## config.mk

```make
export PLATFORM = sky130hd
export DESIGN_NAME = ctlUnit
export DESIGN_NICKNAME = d
export VERILOG_FILES = /design/src/design/ctlPkg.sv /design/src/design/mainDecoder.sv /design/src/design/hazardCtl.sv /design/src/design/ctlPipeReg.sv /design/src/design/execCtl.sv /design/src/design/ctlUnit.sv
export VERILOG_INCLUDE_DIRS = /design/src /design/src/include
export SDC_FILE = /design/constraint.sdc
export NUM_CORES = 1
export LEC_CHECK = 0
export BUFFER_PORTS_ARGS = -buffer_cell sky130_fd_sc_hd__buf_2
export CAP_MARGIN = 5
export CELL_PAD_IN_SITES_DETAIL_PLACEMENT = 0
export CELL_PAD_IN_SITES_GLOBAL_PLACEMENT = 1
export CORE_ASPECT_RATIO = 0.6
export CORE_MARGIN = 2
export CORE_UTILIZATION = 29
export DETAILED_ROUTE_END_ITERATION = 6
export PLACE_DENSITY = 0.88
export SETUP_SLACK_MARGIN = 0.5
export SLEW_MARGIN = 20
export SYNTH_ARGS = -nofsm -noshare
export SYNTH_HDL_FRONTEND = slang
export SYNTH_SLANG_ARGS = --single-unit
```

## constraint.sdc

```tcl
create_clock -name clk -period 2.4 [get_ports clk]
set_clock_uncertainty 0.15 [all_clocks]
set_input_delay 0.36 -clock clk [delete_from_list [all_inputs] [get_ports clk]]
set_output_delay 0.36 -clock clk [all_outputs]
set_load 0.05 [all_outputs]
```

## src/include/opcodes.svh

```systemverilog
`ifndef OPCODES_SVH
`define OPCODES_SVH

// primary opcodes, instr[31:26]
`define OP_RTYPE  6'b000000
`define OP_REGIMM 6'b000001
`define OP_J      6'b000010
`define OP_JAL    6'b000011
`define OP_BEQ    6'b000100
`define OP_BNE    6'b000101
`define OP_BLEZ   6'b000110
`define OP_BGTZ   6'b000111
`define OP_ADDIU  6'b001001
`define OP_SLTI   6'b001010
`define OP_SLTIU  6'b001011
`define OP_ANDI   6'b001100
`define OP_ORI    6'b001101
`define OP_XORI   6'b001110
`define OP_LUI    6'b001111
`define OP_COP0   6'b010000
`define OP_LB     6'b100000
`define OP_LH     6'b100001
`define OP_LW     6'b100011
`define OP_LBU    6'b100100
`define OP_LHU    6'b100101
`define OP_SB     6'b101000
`define OP_SH     6'b101001
`define OP_SW     6'b101011

// R-type funct field, instr[5:0]
`define FN_SLL    6'b000000
`define FN_SRL    6'b000010
`define FN_SRA    6'b000011
`define FN_SLLV   6'b000100
`define FN_SRLV   6'b000110
`define FN_SRAV   6'b000111
`define FN_JR     6'b001000
`define FN_JALR   6'b001001
`define FN_ADDU   6'b100001
`define FN_SUBU   6'b100011
`define FN_AND    6'b100100
`define FN_OR     6'b100101
`define FN_XOR    6'b100110
`define FN_NOR    6'b100111
`define FN_SLT    6'b101010
`define FN_SLTU   6'b101011

// REGIMM branches are told apart by rt
`define RT_BLTZ   5'b00000
`define RT_BGEZ   5'b00001

`endif

```

## src/design/ctlPkg.sv

```systemverilog
package ctlPkg;

   typedef logic [5:0]  opcodeT;
   typedef logic [5:0]  functT;
   typedef logic [4:0]  regAddrT;
   typedef logic [31:0] wordT;
   typedef logic [3:0]  byteEnT;
   // top nibble of an address
   typedef logic [3:0]  regionT;
   typedef logic [1:0]  memSizeT;
   typedef logic [3:0]  aluOpT;

   localparam memSizeT MEM_BYTE = 2'd0;
   localparam memSizeT MEM_HALF = 2'd1;
   localparam memSizeT MEM_WORD = 2'd2;

   // add is zero so an all-zero decode is harmless
   localparam aluOpT ALU_ADD  = 4'd0;
   localparam aluOpT ALU_SUB  = 4'd1;
   localparam aluOpT ALU_AND  = 4'd2;
   localparam aluOpT ALU_OR   = 4'd3;
   localparam aluOpT ALU_XOR  = 4'd4;
   localparam aluOpT ALU_NOR  = 4'd5;
   localparam aluOpT ALU_SLT  = 4'd6;
   localparam aluOpT ALU_SLTU = 4'd7;
   localparam aluOpT ALU_SLL  = 4'd8;
   localparam aluOpT ALU_SRL  = 4'd9;
   localparam aluOpT ALU_SRA  = 4'd10;
   localparam aluOpT ALU_LUI  = 4'd11;

   typedef struct packed {
      logic    memToReg;
      logic    regWrite;
      logic    extType;
      logic    aluSrc;
      logic    regDst;
      logic    jump;
      logic    jr;
      logic    jal;
      logic    jalr;
      logic    shift;
      logic    isLoad;
      logic    isStore;
      memSizeT memSize;
      aluOpT   aluOp;
      logic    mtc0;
      logic    mfc0;
      logic    delaySlot;
   } decodeCtlT;

   typedef struct packed {
      logic fwdAfromMtoE;
      logic fwdBfromMtoE;
      logic fwdAfromMtoF;
      logic fwdBfromMtoF;
      logic loadUseStall;
   } fwdCtlT;

   // execute-stage view: decoded bits plus the register fields
   typedef struct packed {
      decodeCtlT ctl;
      opcodeT    opcodeE;
      regAddrT   rsE;
      regAddrT   rtE;
      regAddrT   waE;
      logic      valid;
   } execCtlT;

endpackage

```

## src/design/mainDecoder.sv

```systemverilog
`include "opcodes.svh"

module mainDecoder (
   input  ctlPkg::opcodeT    opcodeF,
   input  ctlPkg::functT     functF,
   input  ctlPkg::regAddrT   rsF,
   output ctlPkg::decodeCtlT decodeF
);

   always_comb begin
      decodeF = '0;
      case (opcodeF)
         `OP_RTYPE: begin
            decodeF.regWrite = (functF != `FN_JR);
            decodeF.regDst   = 1'b1;
            decodeF.jr       = (functF == `FN_JR);
            decodeF.jalr     = (functF == `FN_JALR);
            decodeF.shift    = (functF == `FN_SLL) || (functF == `FN_SRL) ||
                               (functF == `FN_SRA);
            decodeF.delaySlot = (functF == `FN_JR) || (functF == `FN_JALR);
            case (functF)
               `FN_SUBU:           decodeF.aluOp = ctlPkg::ALU_SUB;
               `FN_AND:            decodeF.aluOp = ctlPkg::ALU_AND;
               `FN_OR:             decodeF.aluOp = ctlPkg::ALU_OR;
               `FN_XOR:            decodeF.aluOp = ctlPkg::ALU_XOR;
               `FN_NOR:            decodeF.aluOp = ctlPkg::ALU_NOR;
               `FN_SLT:            decodeF.aluOp = ctlPkg::ALU_SLT;
               `FN_SLTU:           decodeF.aluOp = ctlPkg::ALU_SLTU;
               `FN_SLL, `FN_SLLV:  decodeF.aluOp = ctlPkg::ALU_SLL;
               `FN_SRL, `FN_SRLV:  decodeF.aluOp = ctlPkg::ALU_SRL;
               `FN_SRA, `FN_SRAV:  decodeF.aluOp = ctlPkg::ALU_SRA;
               // addu, jr, jalr
               default:            decodeF.aluOp = ctlPkg::ALU_ADD;
            endcase
         end
         `OP_LB, `OP_LH, `OP_LW, `OP_LBU, `OP_LHU: begin
            decodeF.memToReg = 1'b1;
            decodeF.regWrite = 1'b1;
            decodeF.aluSrc   = 1'b1;
            decodeF.isLoad   = 1'b1;
            decodeF.aluOp    = ctlPkg::ALU_ADD;
            if (opcodeF == `OP_LW) begin
               decodeF.memSize = ctlPkg::MEM_WORD;
            end else if (opcodeF == `OP_LH || opcodeF == `OP_LHU) begin
               decodeF.memSize = ctlPkg::MEM_HALF;
            end else begin
               decodeF.memSize = ctlPkg::MEM_BYTE;
            end
         end
         `OP_SB, `OP_SH, `OP_SW: begin
            // memToReg set on stores as well, the write path ignores it
            decodeF.memToReg = 1'b1;
            decodeF.aluSrc   = 1'b1;
            decodeF.isStore  = 1'b1;
            decodeF.aluOp    = ctlPkg::ALU_ADD;
            case (opcodeF)
               `OP_SW:  decodeF.memSize = ctlPkg::MEM_WORD;
               `OP_SH:  decodeF.memSize = ctlPkg::MEM_HALF;
               default: decodeF.memSize = ctlPkg::MEM_BYTE;
            endcase
         end
         `OP_ADDIU, `OP_SLTI, `OP_SLTIU, `OP_LUI: begin
            decodeF.regWrite = 1'b1;
            decodeF.aluSrc   = 1'b1;
            case (opcodeF)
               `OP_SLTI:  decodeF.aluOp = ctlPkg::ALU_SLT;
               `OP_SLTIU: decodeF.aluOp = ctlPkg::ALU_SLTU;
               `OP_LUI:   decodeF.aluOp = ctlPkg::ALU_LUI;
               default:   decodeF.aluOp = ctlPkg::ALU_ADD;
            endcase
         end
         `OP_ANDI, `OP_ORI, `OP_XORI: begin
            // logical immediates are zero extended
            decodeF.regWrite = 1'b1;
            decodeF.extType  = 1'b1;
            decodeF.aluSrc   = 1'b1;
            case (opcodeF)
               `OP_ANDI: decodeF.aluOp = ctlPkg::ALU_AND;
               `OP_ORI:  decodeF.aluOp = ctlPkg::ALU_OR;
               default:  decodeF.aluOp = ctlPkg::ALU_XOR;
            endcase
         end
         `OP_J: begin
            decodeF.jump      = 1'b1;
            decodeF.delaySlot = 1'b1;
         end
         `OP_JAL: begin
            decodeF.regWrite  = 1'b1;
            decodeF.regDst    = 1'b1;
            decodeF.jump      = 1'b1;
            decodeF.jal       = 1'b1;
            decodeF.delaySlot = 1'b1;
         end
         `OP_BEQ, `OP_BNE, `OP_BLEZ, `OP_BGTZ, `OP_REGIMM: begin
            // resolved in execute, only the delay slot matters here
            decodeF.aluOp     = ctlPkg::ALU_SUB;
            decodeF.delaySlot = 1'b1;
         end
         `OP_COP0: begin
            if (rsF == 5'd0) begin
               decodeF.regWrite  = 1'b1;
               decodeF.mfc0      = 1'b1;
               decodeF.delaySlot = 1'b1;
            end else if (rsF == 5'd4) begin
               decodeF.mtc0      = 1'b1;
               decodeF.delaySlot = 1'b1;
            end
         end
         default: decodeF = '0;
      endcase
   end

endmodule

```

## src/design/hazardCtl.sv

```systemverilog
module hazardCtl (
   input  ctlPkg::regAddrT rsF,
   input  ctlPkg::regAddrT rtF,
   input  ctlPkg::execCtlT ctlE,
   input  ctlPkg::regAddrT waM,
   input  logic            regWriteM,
   output ctlPkg::fwdCtlT  fwd
);

   logic mWrites;
   logic eLoads;

   // r0 is never a real destination
   assign mWrites = regWriteM && (waM != 5'd0);

   // load sitting in execute whose data is not yet back
   assign eLoads = ctlE.valid && ctlE.ctl.isLoad && (ctlE.waE != 5'd0);

   // M result into the execute operands
   assign fwd.fwdAfromMtoE = mWrites && (waM == ctlE.rsE);
   assign fwd.fwdBfromMtoE = mWrites && (waM == ctlE.rtE);

   // M result into the fetch-stage register read
   assign fwd.fwdAfromMtoF = mWrites && (waM == rsF);
   assign fwd.fwdBfromMtoF = mWrites && (waM == rtF);

   // dependent instruction right behind a load has to wait one cycle
   assign fwd.loadUseStall = eLoads && ((ctlE.waE == rsF) || (ctlE.waE == rtF));

endmodule

```

## src/design/ctlPipeReg.sv

```systemverilog
module ctlPipeReg (
   input  logic              clk,
   input  logic              arstN,
   input  logic              stall,
   input  ctlPkg::decodeCtlT decodeF,
   input  logic              loadUseStall,
   input  ctlPkg::opcodeT    opcodeF,
   input  ctlPkg::regAddrT   rsF,
   input  ctlPkg::regAddrT   rtF,
   input  ctlPkg::regAddrT   rdF,
   output ctlPkg::execCtlT   ctlE
);

   ctlPkg::execCtlT nextE;

   // what execute sees if the fetch instruction moves on
   always_comb begin
      nextE.ctl     = decodeF;
      nextE.opcodeE = opcodeF;
      nextE.rsE     = rsF;
      nextE.rtE     = rtF;
      nextE.valid   = 1'b1;
      // jal links into r31
      if (decodeF.jal) begin
         nextE.waE = 5'd31;
      end else if (decodeF.regDst) begin
         nextE.waE = rdF;
      end else begin
         nextE.waE = rtF;
      end
   end

   // hold beats bubble, bubble beats capture
   always_ff @(posedge clk or negedge arstN) begin
      if (!arstN) begin
         ctlE <= '0;
      end else if (stall) begin
         ctlE <= ctlE;
      end else if (loadUseStall) begin
         ctlE <= '0;
      end else begin
         ctlE <= nextE;
      end
   end

   // an invalid execute word never writes the register file or memory
   bubbleIsInert: assert property (
      @(posedge clk) disable iff (!arstN)
      !ctlE.valid |-> (!ctlE.ctl.regWrite && !ctlE.ctl.isStore)
   ) else $error("invalid execute stage carries regWrite or isStore");

endmodule

```

## src/design/execCtl.sv

```systemverilog
`include "opcodes.svh"

module execCtl #(
   parameter ctlPkg::regionT DMEM_REGION = 4'd1,
   parameter ctlPkg::regionT IMEM_REGION = 4'd2,
   parameter ctlPkg::wordT   IO_BASE     = 32'h8000_0000
) (
   input  ctlPkg::execCtlT ctlE,
   input  ctlPkg::wordT    aluOutE,
   input  ctlPkg::wordT    rd1Fwd,
   input  ctlPkg::wordT    rd2Fwd,
   output logic            branchTaken,
   output ctlPkg::byteEnT  dataMemWriteEn,
   output ctlPkg::byteEnT  instrMemWriteEn,
   output logic            legalReadE,
   output logic [3:0]      ioSel
);

   ctlPkg::regionT region;
   ctlPkg::byteEnT laneMask;
   ctlPkg::byteEnT storeMask;
   logic           loadE;
   logic           condMet;

   assign region = aluOutE[31:28];
   assign loadE  = ctlE.valid && ctlE.ctl.isLoad;

   // branch condition on the forwarded operands
   always_comb begin
      case (ctlE.opcodeE)
         `OP_BEQ:  condMet = (rd1Fwd == rd2Fwd);
         `OP_BNE:  condMet = (rd1Fwd != rd2Fwd);
         `OP_BLEZ: condMet = ($signed(rd1Fwd) <= 0);
         `OP_BGTZ: condMet = ($signed(rd1Fwd) > 0);
         `OP_REGIMM: begin
            if (ctlE.rtE == `RT_BLTZ) begin
               condMet = rd1Fwd[31];
            end else if (ctlE.rtE == `RT_BGEZ) begin
               condMet = !rd1Fwd[31];
            end else begin
               condMet = 1'b0;
            end
         end
         default:  condMet = 1'b0;
      endcase
   end

   assign branchTaken = ctlE.valid && condMet;

   // byte lanes touched by the store
   always_comb begin
      case (ctlE.ctl.memSize)
         ctlPkg::MEM_BYTE: laneMask = 4'b0001 << aluOutE[1:0];
         ctlPkg::MEM_HALF: laneMask = aluOutE[1] ? 4'b1100 : 4'b0011;
         ctlPkg::MEM_WORD: laneMask = 4'b1111;
         default:          laneMask = 4'b0000;
      endcase
   end

   assign storeMask = (ctlE.valid && ctlE.ctl.isStore) ? laneMask : 4'b0000;

   // route by address region
   assign dataMemWriteEn  = (region == DMEM_REGION) ? storeMask : 4'b0000;
   assign instrMemWriteEn = (region == IMEM_REGION) ? storeMask : 4'b0000;

   // readable regions: data cache, region 3, BIOS and IO
   always_comb begin
      case (region)
         4'h1, 4'h3, 4'h4, 4'h8: legalReadE = loadE;
         default:                legalReadE = 1'b0;
      endcase
   end

   // memory-mapped counters
   assign ioSel[0] = loadE && (aluOutE == IO_BASE + 32'h10);
   assign ioSel[1] = loadE && (aluOutE == IO_BASE + 32'h14);
   assign ioSel[2] = loadE && (aluOutE == IO_BASE + 32'h18);
   assign ioSel[3] = loadE && (aluOutE == IO_BASE + 32'h1C);

   // a store lands in at most one memory, also catches overlapping regions
   always_comb begin
      assert final (!((dataMemWriteEn != 4'b0000) && (instrMemWriteEn != 4'b0000)))
         else $error("store enables both data and instruction memory");
   end

endmodule

```

## src/design/ctlUnit.sv

```systemverilog
module ctlUnit #(
   parameter ctlPkg::regionT DMEM_REGION = 4'd1,
   parameter ctlPkg::regionT IMEM_REGION = 4'd2,
   parameter ctlPkg::wordT   IO_BASE     = 32'h8000_0000
) (
   input  logic              clk,
   input  logic              arstN,
   input  logic              stall,
   input  ctlPkg::opcodeT    opcodeF,
   input  ctlPkg::functT     functF,
   input  ctlPkg::regAddrT   rsF,
   input  ctlPkg::regAddrT   rtF,
   input  ctlPkg::regAddrT   rdF,
   input  ctlPkg::regAddrT   waM,
   input  logic              regWriteM,
   input  ctlPkg::wordT      aluOutE,
   input  ctlPkg::wordT      rd1Fwd,
   input  ctlPkg::wordT      rd2Fwd,
   output ctlPkg::decodeCtlT decodeF,
   output ctlPkg::fwdCtlT    fwd,
   output ctlPkg::execCtlT   ctlE,
   output logic              branchTaken,
   output ctlPkg::byteEnT    dataMemWriteEn,
   output ctlPkg::byteEnT    instrMemWriteEn,
   output logic              legalReadE,
   output logic [3:0]        ioSel
);

   // fetch side, decode and hazard checks in parallel
   mainDecoder uDecoder (
      .opcodeF (opcodeF),
      .functF  (functF),
      .rsF     (rsF),
      .decodeF (decodeF)
   );

   hazardCtl uHazard (
      .rsF       (rsF),
      .rtF       (rtF),
      .ctlE      (ctlE),
      .waM       (waM),
      .regWriteM (regWriteM),
      .fwd       (fwd)
   );

   ctlPipeReg uPipe (
      .clk          (clk),
      .arstN        (arstN),
      .stall        (stall),
      .decodeF      (decodeF),
      .loadUseStall (fwd.loadUseStall),
      .opcodeF      (opcodeF),
      .rsF          (rsF),
      .rtF          (rtF),
      .rdF          (rdF),
      .ctlE         (ctlE)
   );

   // execute side
   execCtl #(
      .DMEM_REGION (DMEM_REGION),
      .IMEM_REGION (IMEM_REGION),
      .IO_BASE     (IO_BASE)
   ) uExec (
      .ctlE            (ctlE),
      .aluOutE         (aluOutE),
      .rd1Fwd          (rd1Fwd),
      .rd2Fwd          (rd2Fwd),
      .branchTaken     (branchTaken),
      .dataMemWriteEn  (dataMemWriteEn),
      .instrMemWriteEn (instrMemWriteEn),
      .legalReadE      (legalReadE),
      .ioSel           (ioSel)
   );

endmodule

```

Word-level counts from Yosys, hierarchy flattened

Memories as Yosys holds them, arrays and structs flattened.
Cells that the tools add are included.

Muxes and demuxes: 36
Reduce and logical (&&, ||, !) cells: 39
Order comparisons: 2
Eq/ne operators: 54
Shift operators: 1

Operators with widths:

| operator               | count |
|---|---|
| $eq A32 B32 Y1 const B | 4 |
| $eq A6 B4 Y1 const B   | 9 |
| $eq A6 B3 Y1 const B   | 8 |
| $eq A6 B6 Y1 const B   | 8 |
| $mux W43               | 1 |
| $eq A32 B32 Y1         | 1 |
| $gt A32 B1 Y1 const B  | 1 |
| $le A32 B1 Y1 const B  | 1 |
| $ne A32 B32 Y1         | 1 |
| $eq A5 B5 Y1           | 6 |
| $eq A6 B2 Y1 const B   | 4 |
| $pmux W4 S3            | 2 |
| $mux W1                | 17 |
| $mux W4                | 4 |
| $pmux W4 S4            | 1 |
| $reduce_or A15 Y1      | 1 |
| $logic_and A1 B1 Y1    | 14 |
| $reduce_or A13 Y1      | 1 |
| $eq A6 B1 Y1 const B   | 2 |
| $logic_not A6 Y1       | 2 |
| $logic_not A5 Y1       | 2 |
| $mux W5                | 2 |
| $reduce_bool A5 Y1     | 2 |
| $reduce_or A5 Y1       | 2 |
| 24 further kinds       | 36 |

Memories kept: 1
Word-level logic and storage cells: 155
Register bits: 43
ROM bits: 256
Output and inout port bits: 83

Memories:

| memory          | depth | width | rd ports | clocked after memory_dff | wr ports | RTL line          | RTL |
|---|---|---|---|---|---|---|---|
| (no name shown) | 64    | 4     | 1        | 0                        | 0        | mainDecoder.sv:21 | `case (functF)` |

Depth between registers and ports, before layout

Depth in word-level cells: 6
Mapped depth: 8
Gate-level depth less buffers: 7

Modules after synthesis

From an unflattened synthesis, not the netlist that was laid out.

Cells, all modules: 426
Area total of the unflattened synthesis: 3524.6 um^2

By module, submodules not included:

| module      | area each (um^2) | cells each | instances |
|---|---|---|---|
| ctlPipeReg  | 1914.3           | 185        | 1 |
| execCtl     | 747.0            | 111        | 1 |
| mainDecoder | 456.7            | 78         | 1 |
| hazardCtl   | 406.6            | 52         | 1 |

Worst setup path before layout

No wires, ideal clock.

Path kind: input -> register
Start: input opcodeF[0]
End: register uPipe.ctlE[29] (netlist name)
Library setup time: 0.089 ns
Data arrival time: 3.671 ns
Setup slack: -1.510 ns
Stages on the path: 5
Cell sequence: clkbuf_1 -> inv_1 -> a2111oi_0 -> nand2_1 -> o21ai_0

RTL lines:

| element     | RTL line     | RTL |
|---|---|---|
| from (decl) | ctlUnit.sv:9 | `input ctlPkg::opcodeT opcodeF,` |

Final worst setup path

Start: input rd1Fwd[16]
End: output branchTaken

Longest elaborated chain between the ends: 3

RTL lines:

| element                               | RTL line      | RTL |
|---|---|---|
| from (decl)                           | ctlUnit.sv:17 | `input ctlPkg::wordT rd1Fwd,` |
| $gt A32 B1 Y1 (tied with other cells) | execCtl.sv:34 | `` `OP_BGTZ: condMet = ($signed(rd1Fwd) > 0); `` |
| $pmux W1 S5 (*)                       | execCtl.sv:30 | `case (ctlE.opcodeE)` |
| $logic_and A1 B1 Y1 (*)               | execCtl.sv:48 | `assign branchTaken = ctlE.valid && condMet;` |
| to (decl)                             | ctlUnit.sv:22 | `output logic branchTaken,` |

Mark *: on every way between the ends. The rest lies on a longest branch, timed or not.

==> results.sh <==
export IMPL_syn_area_sq_um=3320
export IMPL_leakagePower_nw=3.16
export IMPL_start_util_pct=29.6
export IMPL_drtAntennaViolNets=0
export IMPL_cts_max_level=2
export IMPL_placed_cells=782
export IMPL_synth_edff_count=0
export IMPL_track_usage_pct=23.1
export IMPL_rr_endpoint="uPipe.ctlE[0]"
export IMPL_grt_first_pass_wirelength_mm=22.4
export IMPL_largest_register="uPipe.ctlE"
export IMPL_preCtsSetupSlack_ns=-0.189
export IMPL_max_slew_margin_rel_pct=63.5
export IMPL_cts_clk_slew_worst_paths_ns=0.06
export IMPL_irDropWorstVdd_uv=259
export IMPL_grt_max_degree=52
export IMPL_async_flop_share_pct=100
export IMPL_power_density_nw_per_um2=366
export IMPL_seq_area_frac_synth_pct=32.4
export IMPL_synth_top_area_share_pct=32.4
export IMPL_drt_pass1_iter_count=5
export IMPL_antenna_found_initial=0
export IMPL_yosys_area_top_type="dfrtp_1"
export IMPL_cp_buffers_inverters=3
export IMPL_start_kind="input port"
export IMPL_final_cells=851
export IMPL_placed_cell_area_sq_um=5090
export IMPL_cts_buffers=5
export IMPL_synth_top_cells_by_area="dfrtp_1 (32%), xor2_1 (12%), nand2_1 (8.4%), nor4_1 (5.7%), o21ai_0 (4.8%)"
export IMPL_cts_root_buf="clkbuf_16"
export IMPL_worst_slack_ns=-0.0382
export IMPL_path_max_fanout=2
export IMPL_whs_path_depth=3
export IMPL_dieHeight_um=86.9
export IMPL_rrSetupSlack_ns=0.29
export IMPL_setup_viol=1
export IMPL_violations="setup timing"
export IMPL_fin_crit_sh_pct=102
export IMPL_utilization_pct=61.3
export IMPL_r2r_cells=8
export IMPL_diodes=0
export IMPL_die_x_um=142
export IMPL_max_stage_delay_ns=0.28
export IMPL_ys_types=52
export IMPL_port_buffers=214
export IMPL_vias_per_cell=5.22
export IMPL_num_rows=30
export IMPL_hp_class="input port to flip-flop"
export IMPL_crit_reg2reg_launch="uPipe.ctlE[5]"
export IMPL_cts_tree="yes"
export IMPL_critPathCaptureType="output port"
export IMPL_syn_nets=548
export IMPL_outcome="finished, violations left"
export IMPL_worstPathCellList="buf_2 > nor4_2 > buf_4 > nand4_1 > o21bai_1 > xor2_1 > a31oi_1 > o21ai_4 > buf_6"
export IMPL_synth_cells=416
export IMPL_routedWlPerCell_um=18.5
export IMPL_multi_input_area_sq_um=2960
export IMPL_critical_path_class="input port to output port"
export IMPL_cpMaxStageDelayCell="nor4_2"
export IMPL_layout_drive_gt1_share_pct=64.9
export IMPL_num_vias=4438
export IMPL_worstPathRequired_ns=1.89
export IMPL_largest_reg_flops=43
export IMPL_clock_sinks=43
export IMPL_ctsLongestPathBuffers=2
export IMPL_p_total_mw=2.52
export IMPL_worstHoldStart="rtF[4]"
export IMPL_finalHoldViolations=0
export IMPL_area_growth_pct=107
export IMPL_first_global_vias=4216
export IMPL_cp_top_family="compound AO/OA/AOI/OAI gates"
export IMPL_synth_seq_cells=43
export IMPL_overflow=0
export IMPL_hold_path_end="uPipe.ctlE[10]"
export IMPL_synth_ff_type="dfrtp_1"
export IMPL_min_period_ns=2.44
export IMPL_seqCellArea_sq_um=1110
export IMPL_hpwl_mm=10.8
export IMPL_drc=0
export IMPL_fillers=914
export IMPL_fin_area_sq_um=6880
export IMPL_cp_arrival_ns=1.93
export IMPL_insertion_delay_ns=0.29
export IMPL_yosysMostFrequentCell="nand2_1"
export IMPL_routabilityCongestion=0.887
export IMPL_slew_viol_final=0
export IMPL_ios=215
export IMPL_worst_pin_slew_ns=0.547
export IMPL_wl_mm=15.7
export IMPL_drtIter0Drc=137
export IMPL_fin_nets=838
export IMPL_fmax_mhz=410
export IMPL_yosys_warnings=0
export IMPL_synth_commonest_cells="nand2_1 (74), xor2_1 (47), dfrtp_1 (43)"
export IMPL_largest_registers="uPipe.ctlE (43)"
export IMPL_maxCapViolations=0
export IMPL_grt_setup_unrepaired="true"
export IMPL_coreArea_sq_um=11200
export IMPL_avgSynthCellArea_sq_um=7.98
export IMPL_die_area_sq_um=12300
report_power, final:
part | switching, mW | total (mW) | leakage, nW | internal [mW]
Clock | 0.296 | 0.677 | 0.0733 | 0.380
Combinational | 0.601 | 1.00 | 2.57 | 0.403
Sequential | 0.0600 | 0.835 | 0.524 | 0.775
Total | 0.958 | 2.52 | 3.16 | 1.56
layer usage:
| layer | global-route usage, % | part of all wire, % | up-vias |
|---|---|---|---|
| li1 | - | - | 2048 |
| met1 | 31.7 | 43 | 2132 |
| met2 | 38.9 | 47 | 227 |
| met3 | 3.30 | 7.5 | 31 |
| met4 | 5.45 | 2.0 | 0 |
| met5 | 0 | 0 | - |
layout by cell type, fill, tap and decap left out, types with 10 or more instances in the layout:
cell / synthesis / final
dfrtp_1: 43 / 19
buf_4: 1 / 48
dfrtp_2: 0 / 24
buf_6: 2 / 62
nor4_2: 0 / 11
buf_8: 0 / 25
nor2_4: 0 / 13
xor2_1: 47 / 43
nand2_1: 74 / 60
o21ai_0: 32 / 16
xnor2_1: 18 / 18
nor2_1: 26 / 10
buf_2: 2 / 160
nor4_1: 30 / 11
repair_timing:
action / CTS / global route
gates resized for setup: 187 / 100
endpoints found under the setup margin: 45 / 76
hold endpoints to repair: 18 / 0
cloned: 0 / 2
buffers inserted: 30 / 28
hold buffers: 1 / 0
pin swaps: 38 / 33
tightest hold or removal path, cell delays in order:
cell and delay [ns]:
buf_2 0.14, nand2_2 0.07, o21ai_1 0.06
layout make-up:
cell class              instances  share of cell area (%)
clock inverters                 3                   0.218
clock buffers                   5                    1.82
well taps                     144                    2.62
flip-flops and latches         43                    16.1
inverters                      12                   0.745
repair buffers                306                    35.6
multi-input cells             338                    42.9
how the worst max path moves through the flow:
stage	startpoint	end	slack [ns]	cells past startpoint
6_report	rd1Fwd[16]	branchTaken	-0.04	9
5_1_grt	rd1Fwd[16]	branchTaken	-0.14	9
4_1_cts	rd2Fwd[6]	branchTaken	-0.03	9
3_5_place_dp	rd1Fwd[16]	branchTaken	-0.19	9
3_3_place_gp	rd1Fwd[23]	branchTaken	-0.14	9
2_1_floorplan	opcodeF[3]	decodeF[12]	-0.14	6
stage by stage:
step / hold slack [ns] / TNS (ns)
after floorplan: -0.0856 / -0.328
after global placement: 0.177 / -0.151
after detailed placement: 0.191 / -0.204
after CTS: 0.223 / -0.0315
after global routing: 0.247 / -0.144
final: 0.235 / -0.0382
kinds of logic (layout without fill, tap and decap cells):
| family | Yosys count | in the layout | share of synthesized area, % |
|---|---|---|---|
| AOI/OAI and AO/OA | 76 | 76 | 14.1 |
| xor gates and xnor gates | 65 | 65 | 17.2 |
| buffers and inverters | 35 | 326 | 4.60 |
| DFF | 43 | 43 | 32.4 |
| muxes | 8 | 8 | 2.45 |
| and+or+nand+nor | 189 | 189 | 29.3 |
(Power assumes the default switching activity.)
